`config.mk`:
```
export PLATFORM = sky130hd
export DESIGN_NAME = cpu_core
export DESIGN_NICKNAME = d
export VERILOG_FILES = /design/src/source/cpu_pkg.sv /design/src/source/cpu_control.sv /design/src/source/cpu_regfile.sv /design/src/source/cpu_alu.sv /design/src/source/cpu_memif.sv /design/src/source/cpu_core.sv
export VERILOG_INCLUDE_DIRS = /design/src /design/src/source
export SDC_FILE = /design/constraint.sdc
export NUM_CORES = 2
export LEC_CHECK = 0
export BUFFER_PORTS_ARGS = -buffer_cell sky130_fd_sc_hd__buf_4
export CORE_ASPECT_RATIO = 1.25
export CORE_MARGIN = 5
export CORE_UTILIZATION = 38
export DETAILED_ROUTE_END_ITERATION = 8
export PLACE_DENSITY = 0.64
export SYNTH_ARGS = -nofsm -noshare
export SYNTH_HDL_FRONTEND = slang
export SYNTH_SLANG_ARGS = --single-unit
```
`constraint.sdc`:
```
create_clock -name clk -period 20.9 [get_ports clk]
set_input_delay 3.135 -clock clk [delete_from_list [all_inputs] [get_ports clk]]
set_output_delay 3.135 -clock clk [all_outputs]
set_load 0.02 [all_outputs]
```
`src/source/cpu_defines.svh`:
```
`ifndef CPU_DEFINES_SVH
`define CPU_DEFINES_SVH

// data and address width, bus is word addressed
`define CPU_WIDTH 32

// register file layout
`define CPU_NREGS    16
`define CPU_PC_IDX   15   // r15 is the program counter
`define CPU_LINK_IDX 14   // return address of a call

// width of the alu operation field, instr[19:16]
`define CPU_ALUOP_W 4

`endif

```
`src/source/cpu_pkg.sv`:
```
`include "cpu_defines.svh"

package cpu_pkg;

   // instruction class in instr[27:25], codes 1 and 3 run as no-ops
   typedef enum logic [2:0] {
      OP_ALU  = 3'd0,
      OP_CALL = 3'd2,
      OP_STR  = 3'd4,
      OP_LDR  = 3'd5,
      OP_STI  = 3'd6,   // store, ra + im16
      OP_LDI  = 3'd7    // load, ra + im16
   } opcode_e;

   // condition field in instr[31:28]
   typedef enum logic [3:0] {
      COND_AL, COND_EQ, COND_NE, COND_CS,
      COND_CC, COND_MI, COND_PL, COND_VS,
      COND_VC, COND_HI, COND_LS, COND_GE,
      COND_LT, COND_GT, COND_LE, COND_UN
   } cond_e;

   // alu operation in instr[19:16]
   typedef enum logic [`CPU_ALUOP_W-1:0] {
      ALU_ADD, ALU_ADC, ALU_SUB, ALU_SBC,
      ALU_AND, ALU_OR,  ALU_XOR, ALU_MOV,
      ALU_CMP, ALU_TST, ALU_SHL, ALU_SHR,
      ALU_SAR, ALU_NOT, ALU_RSB, ALU_NOP
   } alu_op_e;

   typedef struct packed {
      logic c;   // carry, no borrow on subtract
      logic v;   // signed overflow
      logic s;   // sign
      logic z;   // zero
   } flags_t;

endpackage

```
`src/source/cpu_control.sv`:
```
`include "cpu_defines.svh"

module cpu_control
(
   input  logic                      clk,
   input  logic                      arst_n_i,
   input  logic [`CPU_WIDTH-1:0]     instr_i,
   input  cpu_pkg::flags_t           flags_new_i,
   input  logic                      alu_wb_i,
   input  logic                      alu_fl_i,
   output logic                      ph_fetch_o,
   output logic                      ph_exec_o,
   output logic                      ph_mem_o,
   output logic                      ph_wb_o,
   output logic [3:0]                ra_o,
   output logic [3:0]                rb_o,
   output logic [3:0]                rd_o,
   output cpu_pkg::alu_op_e          alu_op_o,
   output logic [15:0]               imm16_o,
   output logic [23:0]               imm24_o,
   output logic                      is_alu_o,
   output logic                      is_call_o,
   output logic                      is_load_o,
   output logic                      is_store_o,
   output logic                      is_imm_o,
   output logic                      cond_ok_o,
   output logic                      link_en_o,
   output logic                      reg_we_o,
   output cpu_pkg::flags_t           flags_o
);

   logic [3:0]              phase_q;   // one-hot, zero while fetch is pending
   logic [`CPU_WIDTH-1:0]   instr_q;
   cpu_pkg::flags_t         flags_q;
   cpu_pkg::opcode_e        opcode;
   cpu_pkg::cond_e          cond;
   logic                    flags_we;

   // fetch -> exec -> mem -> wb, first edge after reset enters fetch
   always_ff @(posedge clk or negedge arst_n_i)
   begin
      if (!arst_n_i)
         phase_q <= 4'b0000;
      else if (phase_q == 4'b0000 || phase_q[3])
         phase_q <= 4'b0001;
      else
         phase_q <= phase_q << 1;
   end

   assign ph_fetch_o = phase_q[0];
   assign ph_exec_o  = phase_q[1];
   assign ph_mem_o   = phase_q[2];
   assign ph_wb_o    = phase_q[3];

   // instruction register
   always_ff @(posedge clk)
   begin
      if (ph_fetch_o)
         instr_q <= instr_i;
   end

   assign cond   = cpu_pkg::cond_e'(instr_q[31:28]);
   assign opcode = cpu_pkg::opcode_e'(instr_q[27:25]);

   assign rd_o     = instr_q[23:20];
   assign ra_o     = instr_q[19:16];
   assign rb_o     = instr_q[11:8];
   assign alu_op_o = cpu_pkg::alu_op_e'(instr_q[19:16]);
   assign imm16_o  = instr_q[15:0];
   assign imm24_o  = instr_q[23:0];

   assign is_alu_o   = (opcode == cpu_pkg::OP_ALU);
   assign is_call_o  = (opcode == cpu_pkg::OP_CALL);
   assign is_load_o  = (opcode == cpu_pkg::OP_LDR) || (opcode == cpu_pkg::OP_LDI);
   assign is_store_o = (opcode == cpu_pkg::OP_STR) || (opcode == cpu_pkg::OP_STI);
   // memory ops pick the offset by opcode bit 26, alu and call by bit 24
   assign is_imm_o   = (is_load_o || is_store_o) ? instr_q[26] : instr_q[24];

   // condition test against the flag register
   always_comb
   begin
      case (cond)
         cpu_pkg::COND_EQ: cond_ok_o = flags_q.z;
         cpu_pkg::COND_NE: cond_ok_o = !flags_q.z;
         cpu_pkg::COND_CS: cond_ok_o = flags_q.c;
         cpu_pkg::COND_CC: cond_ok_o = !flags_q.c;
         cpu_pkg::COND_MI: cond_ok_o = flags_q.s;
         cpu_pkg::COND_PL: cond_ok_o = !flags_q.s;
         cpu_pkg::COND_VS: cond_ok_o = flags_q.v;
         cpu_pkg::COND_VC: cond_ok_o = !flags_q.v;
         cpu_pkg::COND_HI: cond_ok_o = flags_q.c && !flags_q.z;   // unsigned >
         cpu_pkg::COND_LS: cond_ok_o = !flags_q.c || flags_q.z;
         cpu_pkg::COND_GE: cond_ok_o = (flags_q.s == flags_q.v);   // signed >=
         cpu_pkg::COND_LT: cond_ok_o = (flags_q.s != flags_q.v);
         cpu_pkg::COND_GT: cond_ok_o = !flags_q.z && (flags_q.s == flags_q.v);
         cpu_pkg::COND_LE: cond_ok_o = flags_q.z || (flags_q.s != flags_q.v);
         default:          cond_ok_o = 1'b1;   // always and uncond
      endcase
   end

   assign link_en_o = ph_mem_o & cond_ok_o & is_call_o;
   // call writes r15, the core forces the write index
   assign reg_we_o  = ph_wb_o & cond_ok_o & ((is_alu_o & alu_wb_i) | is_call_o | is_load_o);
   assign flags_we  = ph_wb_o & cond_ok_o & is_alu_o & alu_fl_i;

   always_ff @(posedge clk or negedge arst_n_i)
   begin
      if (!arst_n_i)
         flags_q <= '0;
      else if (flags_we)
         flags_q <= flags_new_i;
   end

   assign flags_o = flags_q;

   // once out of reset the scheduler never idles or doubles up
   a_phase_onehot: assert property (@(posedge clk) disable iff (!arst_n_i)
      $past(arst_n_i) |-> $onehot(phase_q));

endmodule

```
`src/source/cpu_regfile.sv`:
```
`include "cpu_defines.svh"

module cpu_regfile
(
   input  logic                      clk,
   input  logic                      arst_n_i,
   input  logic [3:0]                ra_i,
   input  logic [3:0]                rb_i,
   input  logic [3:0]                rd_i,
   input  logic [3:0]                wsel_i,
   input  logic                      ph_exec_i,
   input  logic                      link_en_i,
   input  logic                      reg_we_i,
   input  logic [`CPU_WIDTH-1:0]     wdata_i,
   output logic [`CPU_WIDTH-1:0]     ra_data_o,
   output logic [`CPU_WIDTH-1:0]     rb_data_o,
   output logic [`CPU_WIDTH-1:0]     rd_data_o,
   output logic [`CPU_WIDTH-1:0]     pc_o
);

   logic [`CPU_WIDTH-1:0] regs [0:`CPU_NREGS-1];

   // pc step in exec, link in mem, writeback in wb
   always_ff @(posedge clk or negedge arst_n_i)
   begin
      if (!arst_n_i)
      begin
         for (int i = 0; i < `CPU_NREGS; i++)
            regs[i] <= '0;
      end
      else
      begin
         if (ph_exec_i)
            regs[`CPU_PC_IDX] <= regs[`CPU_PC_IDX] + 1'b1;
         if (link_en_i)
            regs[`CPU_LINK_IDX] <= regs[`CPU_PC_IDX];   // pc already stepped
         if (reg_we_i)
            regs[wsel_i] <= wdata_i;   // r15 here is a jump
      end
   end

   assign ra_data_o = regs[ra_i];
   assign rb_data_o = regs[rb_i];
   assign rd_data_o = regs[rd_i];
   assign pc_o      = regs[`CPU_PC_IDX];

   // link and writeback come from different phases of the scheduler
   a_no_link_wb: assert property (@(posedge clk) disable iff (!arst_n_i)
      !(link_en_i && reg_we_i));

endmodule

```
`src/source/cpu_alu.sv`:
```
`include "cpu_defines.svh"

module cpu_alu
(
   input  cpu_pkg::alu_op_e          op_i,
   input  logic [`CPU_WIDTH-1:0]     a_i,
   input  logic [`CPU_WIDTH-1:0]     b_i,
   input  cpu_pkg::flags_t           flags_i,
   output logic [`CPU_WIDTH-1:0]     result_o,
   output cpu_pkg::flags_t           flags_o,
   output logic                      wb_o,
   output logic                      fl_o
);

   logic [`CPU_WIDTH-1:0]   x;
   logic [`CPU_WIDTH-1:0]   y;
   logic                    cin;
   logic [`CPU_WIDTH:0]     sum;
   logic                    arith;

   // one adder for all arithmetic, subtract as x + ~y + 1
   always_comb
   begin
      x   = a_i;
      y   = b_i;
      cin = 1'b0;
      case (op_i)
         cpu_pkg::ALU_ADC: cin = flags_i.c;
         cpu_pkg::ALU_SUB, cpu_pkg::ALU_CMP:
         begin
            y   = ~b_i;
            cin = 1'b1;
         end
         cpu_pkg::ALU_SBC:
         begin
            y   = ~b_i;
            cin = flags_i.c;
         end
         cpu_pkg::ALU_RSB:
         begin
            x   = b_i;   // reversed, b - a
            y   = ~a_i;
            cin = 1'b1;
         end
         default: ;
      endcase
   end

   assign sum   = {1'b0, x} + {1'b0, y} + {{`CPU_WIDTH{1'b0}}, cin};
   assign arith = op_i inside {cpu_pkg::ALU_ADD, cpu_pkg::ALU_ADC, cpu_pkg::ALU_SUB,
                               cpu_pkg::ALU_SBC, cpu_pkg::ALU_CMP, cpu_pkg::ALU_RSB};

   always_comb
   begin
      case (op_i)
         cpu_pkg::ALU_AND, cpu_pkg::ALU_TST: result_o = a_i & b_i;
         cpu_pkg::ALU_OR:  result_o = a_i | b_i;
         cpu_pkg::ALU_XOR: result_o = a_i ^ b_i;
         cpu_pkg::ALU_MOV: result_o = b_i;
         cpu_pkg::ALU_SHL: result_o = a_i << b_i[4:0];
         cpu_pkg::ALU_SHR: result_o = a_i >> b_i[4:0];
         cpu_pkg::ALU_SAR: result_o = $signed(a_i) >>> b_i[4:0];
         cpu_pkg::ALU_NOT: result_o = ~b_i;
         cpu_pkg::ALU_NOP: result_o = a_i;
         default:          result_o = sum[`CPU_WIDTH-1:0];   // arithmetic group
      endcase
   end

   // logic ops keep c and v
   always_comb
   begin
      flags_o = flags_i;
      if (fl_o)
      begin
         flags_o.s = result_o[`CPU_WIDTH-1];
         flags_o.z = (result_o == '0);
         if (arith)
         begin
            flags_o.c = sum[`CPU_WIDTH];
            flags_o.v = (x[`CPU_WIDTH-1] == y[`CPU_WIDTH-1]) &&
                        (sum[`CPU_WIDTH-1] != x[`CPU_WIDTH-1]);
         end
      end
   end

   assign wb_o = !(op_i inside {cpu_pkg::ALU_CMP, cpu_pkg::ALU_TST, cpu_pkg::ALU_NOP});
   assign fl_o = !(op_i inside {cpu_pkg::ALU_MOV, cpu_pkg::ALU_NOP});

endmodule

```
`src/source/cpu_memif.sv`:
```
`include "cpu_defines.svh"

module cpu_memif
(
   input  logic                      clk,
   input  logic                      arst_n_i,
   input  logic                      ph_fetch_i,
   input  logic                      ph_mem_i,
   input  logic                      is_load_i,
   input  logic                      is_store_i,
   input  logic                      is_imm_i,
   input  logic                      is_call_i,
   input  logic                      cond_ok_i,
   input  logic [`CPU_WIDTH-1:0]     pc_i,
   input  logic [`CPU_WIDTH-1:0]     ra_data_i,
   input  logic [`CPU_WIDTH-1:0]     rb_data_i,
   input  logic [`CPU_WIDTH-1:0]     rd_data_i,
   input  logic [15:0]               imm16_i,
   input  logic [23:0]               imm24_i,
   input  logic [`CPU_WIDTH-1:0]     mem_rdata_i,
   output logic [`CPU_WIDTH-1:0]     mem_addr_o,
   output logic [`CPU_WIDTH-1:0]     mem_wdata_o,
   output logic                      mem_we_o,
   output logic                      mem_fetch_o,
   output logic [`CPU_WIDTH-1:0]     load_data_o,
   output logic [`CPU_WIDTH-1:0]     call_target_o
);

   logic [`CPU_WIDTH-1:0]   imm16_sx;
   logic [`CPU_WIDTH-1:0]   imm20_sx;
   logic [`CPU_WIDTH-1:0]   eff_addr;
   logic                    mem_access;

   assign imm16_sx = {{(`CPU_WIDTH-16){imm16_i[15]}}, imm16_i};
   assign imm20_sx = {{(`CPU_WIDTH-20){imm24_i[19]}}, imm24_i[19:0]};

   assign eff_addr = ra_data_i + (is_imm_i ? imm16_sx : rb_data_i);

   // absolute im24, or rd + im20 when indexed
   assign call_target_o = (is_call_i && is_imm_i) ? rd_data_i + imm20_sx
                                                  : {{(`CPU_WIDTH-24){1'b0}}, imm24_i};

   // pc on the bus except for a live load/store in mem
   assign mem_access  = ph_mem_i & cond_ok_i & (is_load_i | is_store_i);
   assign mem_addr_o  = mem_access ? eff_addr : pc_i;
   assign mem_fetch_o = ph_fetch_i;
   assign mem_we_o    = mem_access & is_store_i;
   assign mem_wdata_o = rd_data_i;

   always_ff @(posedge clk or negedge arst_n_i)
   begin
      if (!arst_n_i)
         load_data_o <= '0;
      else if (mem_access && is_load_i)
         load_data_o <= mem_rdata_i;   // held until writeback
   end

   // a store always sits two cycles after its fetch
   a_we_in_mem: assert property (@(posedge clk) disable iff (!arst_n_i)
      mem_we_o |-> $past(mem_fetch_o, 2));

endmodule

```
`src/source/cpu_core.sv`:
```
`include "cpu_defines.svh"

module cpu_core
(
   input  logic                      clk,
   input  logic                      arst_n_i,
   input  logic [`CPU_WIDTH-1:0]     mem_rdata_i,
   output logic [`CPU_WIDTH-1:0]     mem_addr_o,
   output logic [`CPU_WIDTH-1:0]     mem_wdata_o,
   output logic                      mem_we_o,
   output logic                      mem_fetch_o
);

   logic                    ph_fetch, ph_exec, ph_mem;
   logic [3:0]              ra, rb, rd, wsel;
   cpu_pkg::alu_op_e        alu_op;
   logic [15:0]             imm16;
   logic [23:0]             imm24;
   logic                    is_alu, is_call, is_load, is_store, is_imm;
   logic                    cond_ok, link_en, reg_we;
   cpu_pkg::flags_t         flags, flags_new;
   logic                    alu_wb, alu_fl;
   logic [`CPU_WIDTH-1:0]   ra_data, rb_data, rd_data, pc;
   logic [`CPU_WIDTH-1:0]   alu_b, alu_result, wdata;
   logic [`CPU_WIDTH-1:0]   load_data, call_target;

   // operand b, writeback index and writeback source
   assign alu_b = is_imm ? {{(`CPU_WIDTH-16){imm16[15]}}, imm16} : rb_data;
   assign wsel  = is_call ? 4'(`CPU_PC_IDX) : rd;
   assign wdata = is_call ? call_target : (is_load ? load_data : alu_result);

   cpu_control u_control (
      .clk (clk), .arst_n_i (arst_n_i), .instr_i (mem_rdata_i),
      .flags_new_i (flags_new), .alu_wb_i (alu_wb), .alu_fl_i (alu_fl),
      .ph_fetch_o (ph_fetch), .ph_exec_o (ph_exec), .ph_mem_o (ph_mem), .ph_wb_o (),
      .ra_o (ra), .rb_o (rb), .rd_o (rd), .alu_op_o (alu_op),
      .imm16_o (imm16), .imm24_o (imm24),
      .is_alu_o (is_alu), .is_call_o (is_call), .is_load_o (is_load),
      .is_store_o (is_store), .is_imm_o (is_imm),
      .cond_ok_o (cond_ok), .link_en_o (link_en), .reg_we_o (reg_we), .flags_o (flags)
   );

   cpu_regfile u_regfile (
      .clk (clk), .arst_n_i (arst_n_i),
      .ra_i (ra), .rb_i (rb), .rd_i (rd), .wsel_i (wsel),
      .ph_exec_i (ph_exec), .link_en_i (link_en), .reg_we_i (reg_we), .wdata_i (wdata),
      .ra_data_o (ra_data), .rb_data_o (rb_data), .rd_data_o (rd_data), .pc_o (pc)
   );

   cpu_alu u_alu (
      .op_i (alu_op), .a_i (rd_data), .b_i (alu_b), .flags_i (flags),
      .result_o (alu_result), .flags_o (flags_new), .wb_o (alu_wb), .fl_o (alu_fl)
   );

   cpu_memif u_memif (
      .clk (clk), .arst_n_i (arst_n_i),
      .ph_fetch_i (ph_fetch), .ph_mem_i (ph_mem),
      .is_load_i (is_load), .is_store_i (is_store), .is_imm_i (is_imm),
      .is_call_i (is_call), .cond_ok_i (cond_ok),
      .pc_i (pc), .ra_data_i (ra_data), .rb_data_i (rb_data), .rd_data_i (rd_data),
      .imm16_i (imm16), .imm24_i (imm24), .mem_rdata_i (mem_rdata_i),
      .mem_addr_o (mem_addr_o), .mem_wdata_o (mem_wdata_o), .mem_we_o (mem_we_o),
      .mem_fetch_o (mem_fetch_o), .load_data_o (load_data), .call_target_o (call_target)
   );

endmodule

```
# After elaboration in Yosys (flattened, before gate mapping)
# Index checks and enable logic that the tools add are counted.
[word_totals]
register_bits = 584
in_bits = 34
word_cells = 155
[classes]
n_addsub = 5
order_cmp = 5
n_eq_ne = 38
shift = 3
mux = 28
bitwise_logic = 22
n_reduce_logical = 31
[ops]
columns = ["operator", "count"]
rows = [
  ["$bwmux W512", 1],
  ["$mux W32", 15],
  ["$bmux W32 S4", 3],
  ["$pmux W32 S9", 1],
  ["$demux W32 S4", 1],
  ["$add A32 B32 Y32", 2],
  ["$mux W64", 1],
  ["$not A32 Y32", 2],
  ["$pmux W32 S2", 1],
  ["$eq A4 B4 Y1 const B", 15],
  ["$add A32 B32 Y33", 1],
  ["$add A33 B1 Y33", 1],
  ["$add A32 B1 Y32 const B", 1],
  ["$and A32 B32 Y32", 1],
  ["$eq A4 B3 Y1 const B", 8],
  ["$logic_not A32 Y1", 1],
  ["$or A32 B32 Y32", 1],
  ["$shl A32 B5 Y32", 1],
  ["$shr A32 B5 Y32", 1],
  ["$sshr A32 B5 Y32", 1],
  ["$xor A32 B32 Y32", 1],
  ["$ge A5 B5 Y1 const B", 4],
  ["$not A4 Y5", 4],
  ["$eq A4 B2 Y1 const B", 4],
  ["25 further kinds", 60],
]

# Logic depth before layout (Yosys ltp)
[depth]
word_depth = 14
depth_mapped = 28
mapped_depth_nobuf = 23

# Cells and area by module
# Synthesis repeated with hierarchy kept, for this count alone.
[unflattened]
hier_cells = 4528
area_unflattened_um2 = 51853.5
[by_module_without_submodules]
columns = ["module", "instances", "cells_per_inst", "area_each_um2"]
rows = [
  ["cpu_regfile", 1, 1947, 32686.3],
  ["cpu_alu", 1, 1460, 10087.2],
  ["cpu_memif", 1, 811, 5985.7],
  ["cpu_control", 1, 144, 1943.1],
  ["cpu_core", 1, 166, 1151.1],
]

# Worst setup path before layout
# OpenSTA, ideal clock, no wires.
[synth_timing]
path_type = "register to output"
from = "reg u_control.instr_q[16]"
to = "out mem_addr_o[28]"
arrival_ns = 6.313
required_ns = 17.765
setup_slack_ns = 11.452
stages_incl_launch_ff = 20
n_path_buf = 4
cell_sequence = "edfxtp_1 -> buf_1 -> clkbuf_1 -> clkbuf_1 -> buf_1 -> mux4_2 -> mux4_2 -> ha_1 -> a21boi_0 -> o21ai_0 -> a211oi_1 -> nor2_1 -> a2111oi_0 -> nor3_1 -> a211oi_1 -> a41oi_1 -> a21oi_1 -> a31oi_1 -> xor2_1 -> o21ai_0"
[synth_between]
elab_chain_cells = 6
[synth_rtl]
columns = ["item", "line", "text"]
rows = [
  ["start: declaration", "cpu_control.sv:33", "logic [`CPU_WIDTH-1:0] instr_q;"],
  ["start signal: assignment", "cpu_control.sv:59", "instr_q <= instr_i;"],
  ["$not A4 Y5 (implied by the code)", "cpu_regfile.sv:42", "assign ra_data_o = regs[ra_i];"],
  ["$bmux W32 S4", "cpu_regfile.sv:42", ""],
  ["$mux W32 (implied by the code) (2 in a row)", "cpu_regfile.sv:42", ""],
  ["$add A32 B32 Y32", "cpu_memif.sv:37", "assign eff_addr = ra_data_i + (is_imm_i ? imm16_sx : rb_data_i);"],
  ["$mux W32", "cpu_memif.sv:45", "assign mem_addr_o = mem_access ? eff_addr : pc_i;"],
  ["end: declaration", "cpu_core.sv:8", "output logic [`CPU_WIDTH-1:0] mem_addr_o,"],
]
# Every way passes these cells. The select of a mux whose other input is x is not followed.

# Worst setup path in the final report
[layout_timing]
from = "reg u_control.instr_q[9]"
to = "out mem_addr_o[29]"
[layout_between]
elab_chain_cells = 7
[layout_rtl]
columns = ["item", "line", "text"]
rows = [
  ["$not A4 Y5 (implied by the code)", "cpu_regfile.sv:43", "assign rb_data_o = regs[rb_i];"],
  ["$bmux W32 S4", "cpu_regfile.sv:43", ""],
  ["$mux W32 (implied by the code) (2 in a row)", "cpu_regfile.sv:43", ""],
  ["$mux W32 *", "cpu_memif.sv:37", ""],
  ["$add A32 B32 Y32 *", "cpu_memif.sv:37", ""],
  ["$mux W32 *", "cpu_memif.sv:45", ""],
]
# Mark *: on every way between the ends. The rest lies on a longest branch, timed or not. The select of a mux whose other input is x is not followed.

==> metrics <==
outcome=finished clean; synth-to-layout area growth=9.36%; Synth Area per Inst=around 10 um^2; RePlAce Congestion=1.01; largest net degree at the start of global routing=108; Post-Synth XOR/XNOR Area=roughly 2.1%; CP arrival=about 9.2 ns; Die Ht=approximately 400 um; vias=39,800; Rows=between 100 and 150; Seq pwr share=about half; type of the most critical hold path=register to register; Root Buffer=clkbuf_16; Psw=542 uW; worst hold margin=0.505 ns; CTS H-tree lvls=2; Post-Syn Nets=4,751; Clk Latency, worst-skew pair=between 0.6 and 0.7 ns; ys flop type=dfrtp_1; Final Util=41.7%; post-synthesis async set-or-reset flop share=94.5%; clock power share=about half; post-synthesis mux area share=a little under a third; Switching Fraction=between 20% and 30%; Slew Viols, Final=0; largest family of logic cells by synthesized area=multiplexers; post-layout net count=4,641; clock-pin slew of the registers on the worst-case setup and hold paths=0.07 ns; clk_skew=0.0343 ns; total grt overflow=0; GR Util All Layers=27.6%; Num CTS Buffers=60; filler cell count=~12,000; Gate power share=1.8%; die width=~320 um; register bit total from synthesis=roughly 600; Netlist Area Pre-Place=roughly 46,000 um^2; DRT iter0 DRCs=5,052; PD cells=~47 nW/um^2; io pins=100; Die Area=129,000 um^2; critical path fanouts, max=60; First-pass DRT Iterations=8; CTS tree=yes; VDD IR-drop max=about 0.067 mV; Seq/Total Area, Yosys=a little under a third; top cell type's share of synthesized area=approximately 30%; PnR worst setup slack=between 8 and 9 ns; WP data required=17.77 ns; post-DR vias/cell=6.53; Core Region=between 100,000 and 150,000 um^2; routed wire length=approximately 180,000 um; # resized after CTS=0; Area contributors post-synth=dfrtp_1 (30%), mux4_2 (22%), mux2_2 (5.0%); post-cts hold buffer count=0; post-DP HPWL=125,000 um; Synth Area in Compound Gates=14.4%; Tmin final=~12 ns; Commonest cells post-synth=dfrtp_1 (552), nand2_1 (497), mux4_2 (458); top-count cell post-synth=dfrtp_1; Pint=1.82 mW; CP endpoint kind=primary output; DRC viols=0; Synth Instances=roughly 4,600; routed wire length per instance=29.8 um; initial antenna violation count=3; Yosys cell types=87; critical path type=register to primary output; Detail Route Antenna Nets=0; clock tree sinks=around 580; cell taking the most area after synthesis=dfrtp_1; # Max-Cap Violations=0; share of layout cells above drive strength 1=roughly a quarter; Final period util=about three fifths; Slew HR=6.91%; Final Hold Fails=0; adder-cell area share of the yosys netlist=between 4 and 5%; Max Buffers Root-to-Sink=3; RSZ-0062 raised after global routing=no; yosys warns=0; crit path launch type=register; worst-margin pin slew=1.39 ns; simple-gate share of the synthesized area=11.2%; leakage dissipation=21.3 nW; antenna diode instance count=0; vias in the first global route=about 39,000; first-pass GRT wire length=~270,000 um; Fmax=80.9 MHz; Initial Utilization=between 30% and 40%; # port buffers=99; Post-synth EDFFs=32; post-CTS setup buffer count=0; Post-Route Setup TNS=0 ns; Place WS=around 9.5 ns; setup violators final=0
metal layers:
metal	wire (um)	part of all wire, %	track usage, %
met5	106	0.058	0.651
met4	14100	7.8	17.0
met3	17100	9.4	5.02
met2	83600	46	44.2
met1	66600	37	34.5
power by group through the flow:
stage	sequential, mW	clock, mW	combinational [mW]
3_5_place_dp	1.17	0	0.0426
4_1_cts	1.15	1.19	0.0427
5_1_grt	1.14	1.23	0.0468
3_3_place_gp	1.17	0	0.0420
6_report	1.15	1.17	0.0414
2_1_floorplan	1.17	0	0.00771
metrics by stage:
stage	power, mW	instances	area (um^2)
final	2.36	6091	50600
after global routing	2.42	6091	50600
after CTS	2.38	6091	50600
after detailed placement	1.21	5977	48500
after global placement	1.21	5977	48500
after floorplan	1.17	4554	46300
state kept, by name, indices dropped and copies added, names as in the netlist:
| name | cells |
|---|---|
| u_control.flags_o | 4 |
| u_control.instr_q | 32 |
| u_control.phase_q | 4 |
| u_memif.load_data_o | 32 |
| u_regfile.pc_o | 32 |
| u_regfile.regs | 480 |
placed cells by master, fill, tap and decap left out, drive strengths merged, types with 30 or more instances in the layout:
master,instances
a211oi,49
a21o,36
a21oi,356
a221oi,30
a31oi,34
buf,227
clkbuf,80
dfrtp,552
edfxtp,32
ha,159
inv,100
mux2,206
mux2i,192
mux4,458
nand2,497
nand3,62
nor2,442
nor3,60
o211ai,38
o21ai,414
xnor2,68
xor2,41
area by class of cell:
class                   count  area (um^2)  area share, %
inverters                  96          362          0.715
clock buffers              80         1680           3.32
well taps                1595         2000           3.94
flip-flops and latches    584        14800           29.2
multi-input cells        3475        29700           58.6
clock inverters            34          417          0.823
repair buffers            227         1720           3.41
cells by family after synthesis:
group,after synthesis
and+or+nand+nor,1226
AOI/OAI and AO/OA,1121
muxes,856
DFF,584
buffers and inverters,495
adders and majority gates,163
xor gates and xnor gates,109
critical path: stages, from the launching register on:
cell	delay, ns
edfxtp_1	0.86
buf_4	0.80
buf_4	0.90
mux4_2	0.41
mux2_2	0.27
a221oi_1	0.83
inv_1	0.16
ha_1	0.38
o21ai_0	0.17
o31ai_1	0.71
a211oi_1	0.32
nor4_1	0.56
nor2_1	0.11
a21oi_1	0.28
a41oi_1	0.18
a21oi_1	0.24
o21ai_0	0.28
nand2b_1	0.19
xnor2_1	0.07
o21ai_0	0.49
buf_4	0.25
worst paths after layout:
| kind | slack [ns] | start | cells after the start | endpoint |
|---|---|---|---|---|
| max | 8.53 | u_control.instr_q[9] | 20 | mem_addr_o[29] |
| min | 0.51 | u_memif.load_data_o[21] | 1 | u_memif.load_data_o[21] |
| max reg2reg | 12.18 | u_control.instr_q[8] | 24 | u_regfile.regs[220] |
| min reg2reg | 0.51 | u_memif.load_data_o[21] | 1 | u_memif.load_data_o[21] |
| max in group asynchronous | 16.05 | arst_n_i | 3 | u_regfile.regs[216] |
| min in group asynchronous | 2.50 | arst_n_i | 1 | u_regfile.regs[392] |
(Power assumes the default switching activity.)
